`src/include/muldiv_consts.svh`:
```
/*
  Constants of the RV32 M-extension unit. Only 32-bit operation is supported,
  and the id width must match the accelerator port of the host core.
*/
`ifndef MULDIV_CONSTS_SVH
`define MULDIV_CONSTS_SVH

// operand and id widths
`define MULDIV_XLEN 32
`define MULDIV_ID_W 5

// major opcode and funct7 shared by all M instructions
`define MULDIV_OPCODE_OP 7'b0110011
`define MULDIV_FUNCT7_M  7'b0000001

// funct3 codes
`define MULDIV_F3_MUL    3'b000
`define MULDIV_F3_MULH   3'b001
`define MULDIV_F3_MULHSU 3'b010
`define MULDIV_F3_MULHU  3'b011
`define MULDIV_F3_DIV    3'b100
`define MULDIV_F3_DIVU   3'b101
`define MULDIV_F3_REM    3'b110
`define MULDIV_F3_REMU   3'b111

`endif

```
`src/design/muldiv_pkg.sv`:
```
/*
  Types shared by the multiply/divide unit. Widths come from the constants
  header, so the header must be on the include path.
*/
`include "muldiv_consts.svh"

package muldiv_pkg;

  // operands and results
  typedef logic [`MULDIV_XLEN-1:0] word_t;

  // transaction id as seen on the accelerator port
  typedef logic [`MULDIV_ID_W-1:0] id_t;

  // operation select inside one engine
  typedef logic [2:0] funct3_t;

  // request after decode
  typedef struct packed {
    id_t     id;
    funct3_t funct3;
    word_t   a;
    word_t   b;
  } req_t;

  // response of each engine and of the unit
  typedef struct packed {
    word_t data;
    id_t   id;
    logic  error;
  } rsp_t;

  typedef enum logic [1:0] {
    DIV_IDLE,
    DIV_DIVIDE,
    DIV_FINISH
  } div_state_e;

endpackage

```
`src/design/muldiv_decoder.sv`:
```
/*
  Instruction decode and steering for the M unit. Non-M instructions are
  answered with an error response from a one-entry slot, data zero.
*/
`timescale 1ns/1ps
`include "muldiv_consts.svh"

module muldiv_decoder (
  input  logic              clk_i,
  input  logic              rst_ni,
  input  logic              req_valid_i,
  output logic              req_ready_o,
  input  logic [31:0]       req_instr_i,
  input  muldiv_pkg::id_t   req_id_i,
  output logic              mul_valid_o,
  input  logic              mul_ready_i,
  output logic              div_valid_o,
  input  logic              div_ready_i,
  output muldiv_pkg::rsp_t  err_rsp_o,
  output logic              err_valid_o,
  input  logic              err_ready_i
);

  logic                is_m;
  logic                is_mul;
  logic                is_div;
  logic                err_ready;
  logic                err_valid_q;
  muldiv_pkg::id_t     err_id_q;
  muldiv_pkg::funct3_t funct3;

  assign funct3 = req_instr_i[14:12];
  assign is_m   = (req_instr_i[6:0] == `MULDIV_OPCODE_OP) &&
                  (req_instr_i[31:25] == `MULDIV_FUNCT7_M);

  always_comb begin
    is_mul = 1'b0;
    is_div = 1'b0;
    unique case (funct3)
      `MULDIV_F3_MUL, `MULDIV_F3_MULH, `MULDIV_F3_MULHSU, `MULDIV_F3_MULHU: begin
        is_mul = is_m;
      end
      `MULDIV_F3_DIV, `MULDIV_F3_DIVU, `MULDIV_F3_REM, `MULDIV_F3_REMU: begin
        is_div = is_m;
      end
    endcase
  end

  assign mul_valid_o = req_valid_i & is_mul;
  assign div_valid_o = req_valid_i & is_div;

  // error slot takes a new entry when empty or draining
  assign err_ready   = ~err_valid_q | err_ready_i;
  assign req_ready_o = is_mul ? mul_ready_i :
                       is_div ? div_ready_i : err_ready;

  always_ff @(posedge clk_i or negedge rst_ni) begin
    if (!rst_ni) begin
      err_valid_q <= 1'b0;
    end else if (err_ready) begin
      err_valid_q <= req_valid_i & ~is_m;
    end
  end

  always_ff @(posedge clk_i) begin
    if (req_valid_i && !is_m && err_ready) begin
      err_id_q <= req_id_i;
    end
  end

  assign err_valid_o = err_valid_q;
  assign err_rsp_o   = '{data: '0, id: err_id_q, error: 1'b1};

endmodule

```
`src/design/muldiv_lzc.sv`:
```
/*
  Leading-zero counter over one word. cnt_o is zero and meaningless
  when empty_o is set.
*/
`timescale 1ns/1ps
`include "muldiv_consts.svh"

module muldiv_lzc (
  input  muldiv_pkg::word_t                in_i,
  output logic [$clog2(`MULDIV_XLEN)-1:0]  cnt_o,
  output logic                             empty_o
);

  localparam int unsigned CntW = $clog2(`MULDIV_XLEN);

  // scan upward so the highest set bit wins
  always_comb begin
    cnt_o = '0;
    for (int i = 0; i < `MULDIV_XLEN; i++) begin
      if (in_i[i]) begin
        cnt_o = CntW'(`MULDIV_XLEN - 1 - i);
      end
    end
  end

  assign empty_o = ~|in_i;

endmodule

```
`src/design/muldiv_multiplier.sv`:
```
/*
  Single-stage 32x32 multiplier with one output register. Sustains one
  result per cycle while the consumer keeps up, and holds under stall.
*/
`timescale 1ns/1ps
`include "muldiv_consts.svh"

module muldiv_multiplier (
  input  logic              clk_i,
  input  logic              rst_ni,
  input  muldiv_pkg::req_t  req_i,
  input  logic              valid_i,
  output logic              ready_o,
  output muldiv_pkg::rsp_t  rsp_o,
  output logic              valid_o,
  input  logic              ready_i
);

  logic                          sign_a;
  logic                          sign_b;
  logic                          upper_d;
  logic                          upper_q;
  logic                          valid_q;
  logic                          load;
  logic [2*`MULDIV_XLEN-1:0]     prod_d;
  logic [2*`MULDIV_XLEN-1:0]     prod_q;
  muldiv_pkg::id_t               id_q;

  // operand signedness per funct3, MUL only needs the low word
  assign sign_a  = (req_i.funct3 != `MULDIV_F3_MULHU);
  assign sign_b  = (req_i.funct3 == `MULDIV_F3_MUL) || (req_i.funct3 == `MULDIV_F3_MULH);
  assign upper_d = (req_i.funct3 != `MULDIV_F3_MUL);

  assign prod_d = $signed({sign_a & req_i.a[`MULDIV_XLEN-1], req_i.a}) *
                  $signed({sign_b & req_i.b[`MULDIV_XLEN-1], req_i.b});

  assign ready_o = ~valid_q | ready_i;
  assign load    = valid_i & ready_o;

  always_ff @(posedge clk_i or negedge rst_ni) begin
    if (!rst_ni) begin
      valid_q <= 1'b0;
    end else if (ready_o) begin
      valid_q <= valid_i;
    end
  end

  always_ff @(posedge clk_i) begin
    if (load) begin
      prod_q  <= prod_d;
      id_q    <= req_i.id;
      upper_q <= upper_d;
    end
  end

  assign valid_o = valid_q;
  assign rsp_o   = '{data: upper_q ? prod_q[2*`MULDIV_XLEN-1:`MULDIV_XLEN]
                                   : prod_q[`MULDIV_XLEN-1:0],
                     id: id_q,
                     error: 1'b0};

  // a stalled result must not move
  a_out_stable: assert property (@(posedge clk_i) disable iff (!rst_ni)
    valid_o && !ready_i |=> valid_o && $stable(rsp_o));

endmodule

```
`src/design/muldiv_rsp_arbiter.sv`:
```
/*
  Round-robin merge of three response streams, no added cycle.
  A grant stays locked on its input until the response is taken.
*/
`timescale 1ns/1ps

module muldiv_rsp_arbiter (
  input  logic                    clk_i,
  input  logic                    rst_ni,
  input  muldiv_pkg::rsp_t [2:0]  rsp_i,
  input  logic [2:0]              valid_i,
  output logic [2:0]              ready_o,
  output muldiv_pkg::rsp_t        rsp_o,
  output logic                    valid_o,
  input  logic                    ready_i
);

  logic [1:0] ptr_q;
  logic [1:0] gnt_q;
  logic [1:0] gnt;
  logic [1:0] cand;
  logic       lock_q;
  logic       found;

  function automatic logic [1:0] next_idx(input logic [1:0] idx);
    return (idx == 2'd2) ? 2'd0 : idx + 2'd1;
  endfunction

  // first valid input at or after the pointer
  always_comb begin
    gnt   = ptr_q;
    cand  = ptr_q;
    found = 1'b0;
    for (int k = 0; k < 3; k++) begin
      if (!found && valid_i[cand]) begin
        found = 1'b1;
        gnt   = cand;
      end
      cand = next_idx(cand);
    end
    if (lock_q) begin
      gnt = gnt_q;
    end
  end

  assign valid_o = valid_i[gnt];
  assign rsp_o   = rsp_i[gnt];

  always_comb begin
    ready_o      = '0;
    ready_o[gnt] = ready_i;
  end

  always_ff @(posedge clk_i or negedge rst_ni) begin
    if (!rst_ni) begin
      ptr_q  <= '0;
      gnt_q  <= '0;
      lock_q <= 1'b0;
    end else if (valid_o) begin
      lock_q <= ~ready_i;
      gnt_q  <= gnt;
      if (ready_i) begin
        ptr_q <= next_idx(gnt);
      end
    end
  end

  a_grant_locked: assert property (@(posedge clk_i) disable iff (!rst_ni)
    valid_o && !ready_i |=> gnt == $past(gnt));

endmodule

```
`src/design/muldiv_serdiv.sv`:
```
/*
  Serial restoring divider on operand magnitudes, one quotient bit per cycle.
  The divisor is pre-aligned to the dividend, so latency is 1 to 33 cycles.
  Holds a single operation; zero divisor and overflow follow RISC-V.
*/
`timescale 1ns/1ps
`include "muldiv_consts.svh"

module muldiv_serdiv (
  input  logic              clk_i,
  input  logic              rst_ni,
  input  muldiv_pkg::req_t  req_i,
  input  logic              valid_i,
  output logic              ready_o,
  output muldiv_pkg::rsp_t  rsp_o,
  output logic              valid_o,
  input  logic              ready_i
);

  localparam int unsigned CntW = $clog2(`MULDIV_XLEN);

  muldiv_pkg::div_state_e state_d;
  muldiv_pkg::div_state_e state_q;

  logic              signed_op;
  logic              rem_op;
  logic              sign_a;
  logic              sign_b;
  muldiv_pkg::word_t abs_a;
  muldiv_pkg::word_t abs_b;
  logic [CntW-1:0]   lz_a;
  logic [CntW-1:0]   lz_b;
  logic              empty_a;
  logic              empty_b;
  logic              early;
  logic [CntW-1:0]   shift;
  logic              load;
  logic              fits;

  muldiv_pkg::word_t rem_q;
  muldiv_pkg::word_t dvs_q;
  muldiv_pkg::word_t quo_q;
  logic [CntW-1:0]   cnt_q;
  muldiv_pkg::id_t   id_q;
  logic              rem_sel_q;
  logic              quo_inv_q;
  logic              rem_inv_q;
  logic              b_zero_q;
  muldiv_pkg::word_t quo_out;
  muldiv_pkg::word_t rem_out;

  ////////////////////////////////////////////////////////////////////////////
  // operand magnitudes and alignment
  ////////////////////////////////////////////////////////////////////////////

  assign signed_op = (req_i.funct3 == `MULDIV_F3_DIV) || (req_i.funct3 == `MULDIV_F3_REM);
  assign rem_op    = (req_i.funct3 == `MULDIV_F3_REM) || (req_i.funct3 == `MULDIV_F3_REMU);
  assign sign_a    = signed_op & req_i.a[`MULDIV_XLEN-1];
  assign sign_b    = signed_op & req_i.b[`MULDIV_XLEN-1];

  // most negative value maps onto 2^31, still correct as unsigned
  assign abs_a = sign_a ? -req_i.a : req_i.a;
  assign abs_b = sign_b ? -req_i.b : req_i.b;

  muldiv_lzc u_lzc_a (
    .in_i    (abs_a),
    .cnt_o   (lz_a),
    .empty_o (empty_a)
  );

  muldiv_lzc u_lzc_b (
    .in_i    (abs_b),
    .cnt_o   (lz_b),
    .empty_o (empty_b)
  );

  // |b| > |a|, a zero or b zero: nothing to iterate
  assign early = empty_a | empty_b | (lz_b < lz_a);
  assign shift = lz_b - lz_a;
  assign load  = valid_i & ready_o;
  assign fits  = (rem_q >= dvs_q);

  ////////////////////////////////////////////////////////////////////////////
  // FSM and counter
  ////////////////////////////////////////////////////////////////////////////

  always_comb begin
    state_d = state_q;
    unique case (state_q)
      muldiv_pkg::DIV_IDLE: begin
        if (valid_i) begin
          state_d = early ? muldiv_pkg::DIV_FINISH : muldiv_pkg::DIV_DIVIDE;
        end
      end
      muldiv_pkg::DIV_DIVIDE: begin
        if (cnt_q == '0) begin
          state_d = muldiv_pkg::DIV_FINISH;
        end
      end
      muldiv_pkg::DIV_FINISH: begin
        if (ready_i) begin
          state_d = muldiv_pkg::DIV_IDLE;
        end
      end
      default: state_d = muldiv_pkg::DIV_IDLE;
    endcase
  end

  always_ff @(posedge clk_i or negedge rst_ni) begin
    if (!rst_ni) begin
      state_q <= muldiv_pkg::DIV_IDLE;
      cnt_q   <= '0;
    end else begin
      state_q <= state_d;
      if (load) begin
        cnt_q <= shift;
      end else if (state_q == muldiv_pkg::DIV_DIVIDE && cnt_q != '0) begin
        cnt_q <= cnt_q - 1'b1;
      end
    end
  end

  ////////////////////////////////////////////////////////////////////////////
  // datapath
  ////////////////////////////////////////////////////////////////////////////

  always_ff @(posedge clk_i) begin
    if (load) begin
      rem_q     <= abs_a;
      dvs_q     <= abs_b << shift;
      quo_q     <= '0;
      id_q      <= req_i.id;
      rem_sel_q <= rem_op;
      quo_inv_q <= sign_a ^ sign_b;
      rem_inv_q <= sign_a;
      b_zero_q  <= empty_b;
    end else if (state_q == muldiv_pkg::DIV_DIVIDE) begin
      if (fits) begin
        rem_q <= rem_q - dvs_q;
      end
      quo_q <= {quo_q[`MULDIV_XLEN-2:0], fits};
      dvs_q <= dvs_q >> 1;
    end
  end

  // zero divisor: all ones, remainder comes back as a through rem_inv
  assign quo_out = b_zero_q  ? '1 :
                   quo_inv_q ? -quo_q : quo_q;
  assign rem_out = rem_inv_q ? -rem_q : rem_q;

  assign ready_o = (state_q == muldiv_pkg::DIV_IDLE);
  assign valid_o = (state_q == muldiv_pkg::DIV_FINISH);
  assign rsp_o   = '{data: rem_sel_q ? rem_out : quo_out, id: id_q, error: 1'b0};

  a_state_legal: assert property (@(posedge clk_i) disable iff (!rst_ni)
    state_q inside {muldiv_pkg::DIV_IDLE, muldiv_pkg::DIV_DIVIDE, muldiv_pkg::DIV_FINISH});

  // ready only comes back once the held result is taken
  a_ready_idle: assert property (@(posedge clk_i) disable iff (!rst_ni)
    $rose(ready_o) |-> $past(valid_o && ready_i));

endmodule

```
`src/design/muldiv_top.sv`:
```
/*
  RV32 M-extension unit behind a valid/ready accelerator port.
  Responses may return out of order; match them by id.
*/
`timescale 1ns/1ps

module muldiv_top (
  input  logic               clk_i,
  input  logic               rst_ni,
  input  logic               req_valid_i,
  output logic               req_ready_o,
  input  logic [31:0]        req_instr_i,
  input  muldiv_pkg::id_t    req_id_i,
  input  muldiv_pkg::word_t  req_a_i,
  input  muldiv_pkg::word_t  req_b_i,
  output muldiv_pkg::rsp_t   rsp_o,
  output logic               rsp_valid_o,
  input  logic               rsp_ready_i
);

  muldiv_pkg::req_t req;
  muldiv_pkg::rsp_t mul_rsp;
  muldiv_pkg::rsp_t div_rsp;
  muldiv_pkg::rsp_t err_rsp;
  logic             mul_valid_in;
  logic             mul_ready_in;
  logic             div_valid_in;
  logic             div_ready_in;
  logic [2:0]       arb_valid;
  logic [2:0]       arb_ready;

  assign req = '{id: req_id_i, funct3: req_instr_i[14:12], a: req_a_i, b: req_b_i};

  muldiv_decoder u_decoder (
    .clk_i       (clk_i),
    .rst_ni      (rst_ni),
    .req_valid_i (req_valid_i),
    .req_ready_o (req_ready_o),
    .req_instr_i (req_instr_i),
    .req_id_i    (req_id_i),
    .mul_valid_o (mul_valid_in),
    .mul_ready_i (mul_ready_in),
    .div_valid_o (div_valid_in),
    .div_ready_i (div_ready_in),
    .err_rsp_o   (err_rsp),
    .err_valid_o (arb_valid[2]),
    .err_ready_i (arb_ready[2])
  );

  muldiv_multiplier u_mul (
    .clk_i   (clk_i),
    .rst_ni  (rst_ni),
    .req_i   (req),
    .valid_i (mul_valid_in),
    .ready_o (mul_ready_in),
    .rsp_o   (mul_rsp),
    .valid_o (arb_valid[1]),
    .ready_i (arb_ready[1])
  );

  muldiv_serdiv u_div (
    .clk_i   (clk_i),
    .rst_ni  (rst_ni),
    .req_i   (req),
    .valid_i (div_valid_in),
    .ready_o (div_ready_in),
    .rsp_o   (div_rsp),
    .valid_o (arb_valid[0]),
    .ready_i (arb_ready[0])
  );

  // index 0 divider, 1 multiplier, 2 error slot
  muldiv_rsp_arbiter u_arb (
    .clk_i   (clk_i),
    .rst_ni  (rst_ni),
    .rsp_i   ({err_rsp, mul_rsp, div_rsp}),
    .valid_i (arb_valid),
    .ready_o (arb_ready),
    .rsp_o   (rsp_o),
    .valid_o (rsp_valid_o),
    .ready_i (rsp_ready_i)
  );

  // the host must hold a pending request
  a_req_stable: assert property (@(posedge clk_i) disable iff (!rst_ni)
    req_valid_i && !req_ready_o |=>
      req_valid_i && $stable({req_instr_i, req_id_i, req_a_i, req_b_i}));

endmodule

```
`config.mk`:
```
export PLATFORM = sky130hd
export DESIGN_NAME = muldiv_top
export DESIGN_NICKNAME = d
export VERILOG_FILES = /design/src/design/muldiv_pkg.sv /design/src/design/muldiv_decoder.sv /design/src/design/muldiv_lzc.sv /design/src/design/muldiv_multiplier.sv /design/src/design/muldiv_rsp_arbiter.sv /design/src/design/muldiv_serdiv.sv /design/src/design/muldiv_top.sv
export VERILOG_INCLUDE_DIRS = /design/src /design/src/include
export SDC_FILE = /design/constraint.sdc
export NUM_CORES = 2
export LEC_CHECK = 0
export ABC_CLOCK_PERIOD_IN_PS = 9800
export BUFFER_PORTS_ARGS = -buffer_cell sky130_fd_sc_hd__buf_2
export CORE_MARGIN = 1
export CORE_UTILIZATION = 40
export DETAILED_ROUTE_END_ITERATION = 12
export PLACE_DENSITY = 0.53
export SYNTH_ARGS = -nofsm -noshare
export SYNTH_HDL_FRONTEND = slang
export SYNTH_SLANG_ARGS = --single-unit
```
`constraint.sdc`:
```
create_clock -name clk_i -period 9.8 [get_ports clk_i]
set_input_delay 0.98 -clock clk_i [delete_from_list [all_inputs] [get_ports clk_i]]
set_output_delay 0.98 -clock clk_i [all_outputs]
set_load 0.02 [all_outputs]
```
# Yosys cells after proc, flatten, opt, wreduce, memory -nomap -nowiden
# Index checks and enable logic that the tools add are counted.
# totals
regBits	194
input_bits	105
# classes
add_sub_neg	10
multipliers	1
order_cmp	7
eq_ne	18
shifts	1
n_mux	107
bitwise_logic	19
n_reduce_logical	30
# ops
operator	n
2-to-1 mux 32 bit	12
2-to-1 mux 5 bit	66
negation 32 bit	4
binary-select mux 38 bit (select 2 bit)	1
multiplier 33 x 33 -> 64 bit	1
OR reduction 32 bit	2
2-to-1 mux 38 bit	1
>= comparator 32 bit	1
left shift 32 x 5 -> 32 bit	1
subtractor 32 bit	1
2-to-1 mux 2 bit	10
== test 3 bit, second input constant	4
less-than comparator 2 x 3 -> 1 bit, second input constant	4
2-to-1 mux 1 bit	11
AND 1 bit	9
binary-select mux 1 bit (select 2 bit)	4
== test 2 bit, second input constant	4
OR reduction 4 bit	2
== test 7 x 1 -> 1 bit, second input constant	1
== test 7 x 6 -> 1 bit, second input constant	1
logical AND 1 bit	7
adder 2 x 1 -> 2 bit, second input constant	3
== test 3 x 2 -> 1 bit, second input constant	2
case mux 2 bit (3 select lines)	1
other kinds (24)	40

# Depth between registers and ports, before layout
# depth
word_depth	41
depth_mapped	31

# By module
# A second synthesis with hierarchy kept.
# hier_totals
hier_cells	6069
area_unflattened_um2	53797.8
# modules_own_cells
module	n_inst	cells_per_inst	area_each_um2
muldiv_multiplier	1	4219	39900.8
muldiv_serdiv	1	1428	11060.6
muldiv_rsp_arbiter	1	229	1527.7
muldiv_lzc	2	69	380.4
muldiv_decoder	1	55	548.0

# Worst setup path before layout
# No wires, ideal clock.
# synth_timing
path_kind	input to register
from	in req_a_i[31]
to	reg u_mul.prod_q[56] (data pin)
setup_ns	0.195
t_arrival_ns	8.401
required_time_ns	9.605
setup_slack_ns	1.204
path_stages	27
cell_sequence	clkbuf_1 -> inv_1 -> nor2_1 -> clkbuf_1 -> nand2_1 -> inv_1 -> fa_1 -> fa_1 -> fa_1 -> inv_1 -> fa_1 -> fa_1 -> fa_1 -> fa_1 -> inv_1 -> fa_1 -> ha_1 -> clkbuf_1 -> a21o_1 -> a21o_1 -> a21oi_1 -> o211ai_1 -> and2_1 -> o31ai_1 -> a21oi_1 -> o21a_1 -> o311ai_0
# synth_between
elab_chain_cells	2
# synth_rtl
item	line_no	text
from (decl)	muldiv_top.sv:14	input muldiv_pkg::word_t req_a_i,
AND 1 bit	muldiv_multiplier.sv:34	assign prod_d = $signed({sign_a & req_i.a[`MULDIV_XLEN-1], req_i.a}) *
multiplier 33 x 33 -> 64 bit *	muldiv_multiplier.sv:34	
via u_mul.prod_d[56]	muldiv_multiplier.sv:25	logic [2*`MULDIV_XLEN-1:0] prod_d;
to (signal assigned)	muldiv_multiplier.sv:50	prod_q <= prod_d;
to (decl)	muldiv_multiplier.sv:26	logic [2*`MULDIV_XLEN-1:0] prod_q;
# The timed path passes the listed nets; every way through them passes the cells marked *.
# A chain may end at the register's enable or synchronous reset.

# Final worst setup path
# layout_timing
from	in req_b_i[7]
to	reg u_mul.prod_q[61] (data pin)
# layout_between
elab_chain_cells	1
# layout_rtl
item	line_no	text
from (decl)	muldiv_top.sv:15	input muldiv_pkg::word_t req_b_i,
multiplier 33 x 33 -> 64 bit	muldiv_multiplier.sv:34	
via u_mul.prod_d[61]	muldiv_multiplier.sv:25	
# The timed path passes the listed nets, and every way through them passes these cells.

==> flow_metrics.py <==
metrics = {
    "grt": {
        "grt_max_degree": 66,
        "grtUsageTotal_pct": 26.0,
        "grt_pass1_vias": 43193,
        "antenna_found_initial": 16,
        "grt_pass1_wl_mm": 266,
        "grt_overflow_total": 0,
    },
    "floorplan": {
        "core_area_um2": 132000,
        "die_area_um2": 135000,
        "initial_core_util_pct": 40.5,
        "row_count": 133,
        "fp.dieH_um": 367,
        "chipWidth_um": 367,
        "io_pins": 145,
    },
    "timing": {
        "grt_setup_unrepaired": "no",
        "relSlewSlack_pct": 20.7,
        "setup_violations": 0,
        "hold_violations": 0,
        "period_share_pct": 91.6,
        "fin_crit_ns": 8.98,
        "max_freq_mhz": 111,
        "drv_slew": 0,
        "tightestPinTransition_ns": 1.19,
        "timing.final.ws_setup_ns": 0.821,
        "finalSetupTns_ns": 0,
        "fin_worst_skew_ns": 0.0127,
    },
    "synth": {
        "syn_area_um2": 53400,
        "ys_seq_area_share_pct": 10.2,
        "synth_edf_count": 148,
        "synth_ff_type": "edfxtp_1",
        "synthTopCellsByCount": "fa_1 (1,127), inv_1 (1,069), nand2_1 (1,010)",
        "ys_seq_elements": 194,
        "synthArstFlopShare_pct": 7.22,
        "yosys_warnings": 0,
        "synth_cell_types": 89,
        "syn_nets": 7434,
        "synth.most_common_cell": "fa_1",
        "synth.area.top_cells": "fa_1 (42%), edfxtp_1 (8.3%), inv_1 (7.5%)",
        "syn_avg_cell_area_um2": 8.98,
        "synth_top_cell_by_area": "fa_1",
        "synth_cells": 5945,
        "synth_top_area_share_pct": 42.2,
    },
    "clock_tree": {
        "insertion_delay_ns": 0.47,
        "hold_buffers": 0,
        "path_clk_slew_ns": 0.07,
        "cts_sinks": 194,
        "cts_buffer_depth": 2,
        "root_buffer": "clkbuf_16",
        "cts_tree": "built",
        "htreeDepth": 4,
        "cts_inserted_buffers": 17,
        "post_cts_buffers": 0,
        "ctsResizeCount": 0,
    },
    "run": {
        "drv_cap": 0,
    },
    "critical_path": {
        "crit_required_ns": 10.05,
        "path_buf_inv": 6,
        "critPathMaxFanout": 31,
        "cpMaxStageDelayCell": "buf_2",
        "worst_setup_path_start_kind": "input pin",
        "crit_chain": "buf_2 -> nand2_1 -> fa_1 -> inv_1 -> fa_1 -> fa_1 -> fa_1 -> inv_1 -> fa_1 -> inv_1 -> fa_1 -> inv_1 -> fa_1 -> inv_1 -> fa_1 -> ha_1 -> and3_1 -> nand4_1 -> a211oi_1 -> o21ai_0 -> a21o_1 -> a31oi_1 -> nor2_1 -> o311ai_0",
        "critPathTopFamily": "adder cells",
        "cp.arrival_ns": 9.23,
        "path_class": "in2reg",
        "max_stage_delay_ns": 0.79,
        "cpMostUsedCell": "fa_1",
        "worstSetupEndpointType": "flop",
    },
    "layout": {
        "area_growth_pct": 6.07,
        "final_nets": 7362,
        "fillers": 13226,
        "drive_above_1_share_pct": 6.95,
    },
    "run_status": {
        "status": "finished clean",
    },
    "detailed_routing": {
        "remaining_drc_errors": 0,
        "drt-total-wl_mm": 172,
        "avgViaCountPerCell": 5.40,
        "vias": 41306,
        "firstDrtPassIters": 6,
        "postRouteAntennaNets": 0,
        "wl_per_cell_um": 22.5,
        "drtIter0Drc": 2995,
    },
    "placed_design": {
        "hpwl_mm": 143,
        "place_congestion": 0.943,
        "place_ws_ns": 0.460,
        "port_buffers": 129,
    },
    "min_path": {
        "min_path_type": "in2async",
    },
}
-- final timing paths --
| kind | from | endpoint | slack (ns) | depth (start not counted) |
|---|---|---|---|---|
| worst max-delay path | req_b_i[7] | u_mul.prod_q[61]$_DFFE_PP_ | 0.82 | 24 |
| worst min-delay path | rst_ni | u_mul.valid_o$_DFFE_PN0P_ | 0.42 | 1 |
| worst max register to register | u_div.rem_q[11]$_DFFE_PP_ | u_div.rem_q[13]$_DFFE_PP_ | 5.49 | 8 |
| worst min register to register | u_div.quo_q[31]$_SDFFE_PP0P_ | u_div.quo_q[31]$_SDFFE_PP0P_ | 0.47 | 2 |
| max in group asynchronous | rst_ni | u_arb.gnt_q[1]$_DFFE_PN0N_ | 9.12 | 1 |
| min in group clk_i | u_div.quo_q[31]$_SDFFE_PP0P_ | u_div.quo_q[31]$_SDFFE_PP0P_ | 0.47 | 2 |
-- logic make-up (layout without fill, tap and decap cells) --
family                   Yosys count  in the layout  synth area share, %
XOR/XNOR                         233            233                 3.82
AND/OR/NAND/NOR                 1828           1828                 15.8
adder cells (fa/ha/maj)         1384           1384                 48.3
other                              0              6                    0
flip-flops                       194            194                 10.2
buffers and inverters           1440           1381                 10.1
AO/OA/AOI/OAI                    750            750                 9.18
multiplexers                     116            116                 2.66
-- state kept, by name, summed over array words and instances, names as in the netlist, 2 cells and up --
register and flops:
u_arb.gnt_q 2, u_arb.ptr_q 2, u_decoder.err_id_q 5, u_div.cnt_q 5
u_div.dvs_q 32, u_div.id_q 5, u_div.quo_q 32, u_div.rem_q 32
u_div.state_q 2, u_mul.id_q 5, u_mul.prod_q 64
-- layout by cell type (no fill, tap or decap), types with 26 or more instances in the layout --
cell      netlist  routed
inv_1        1069    1069
a21o_1         50      50
nand2_1      1010    1010
nor2_1        199     198
fa_1         1127    1127
buf_2           4     129
buf_4           0     144
and2_1        266     266
xnor2_1       121     120
nor3_1         62      62
or3_1          30      30
edfxtp_1      148     148
xor2_1        112     112
mux2_2         26      26
mux2i_1        72      72
ha_1          257     257
a21oi_1       204     202
a211oi_1       32      32
nand3_1        48      48
nand2b_1       47      47
o31ai_1        34      34
o21ai_0       154     154
dfxtp_1        32      32
a31oi_1        36      36
-- layout make-up --
class	instances	area [um2]	share of cell area, %
Timing Repair Buffer	278	1830	3.22
Clock buffer	17	425	0.751
Clock inverter	15	145	0.256
Sequential cell	194	5440	9.59
Inverter	1071	4020	7.10
Multi-Input combinational cell	4311	42600	75.2
Antenna cell	6	15.0	0.0265
Tap cell	1755	2200	3.88
-- per-layer routing --
layer	up-vias	part of all wire [%]	GRT usage, %
li1	18396	-	-
met1	21399	45	36.7
met2	1311	46	41.7
met3	188	6.2	3.88
met4	12	2.7	6.36
met5	-	0.039	0
-- metrics by stage --
stage	hold WS (ns)	cell area (um2)	std cells	util [%]
4_1_cts	0.411	56600	7641	42.9
3_5_place_dp	0.468	56100	7609	42.5
3_3_place_gp	0.461	56100	7609	42.5
2_1_floorplan	0.448	53400	5945	-
5_1_grt	0.426	56700	7646	42.9
6_report	0.416	56700	7647	42.9
Power is not shown: default switching activity piles up to over one toggle a cycle in this logic, so the estimate is an artifact.
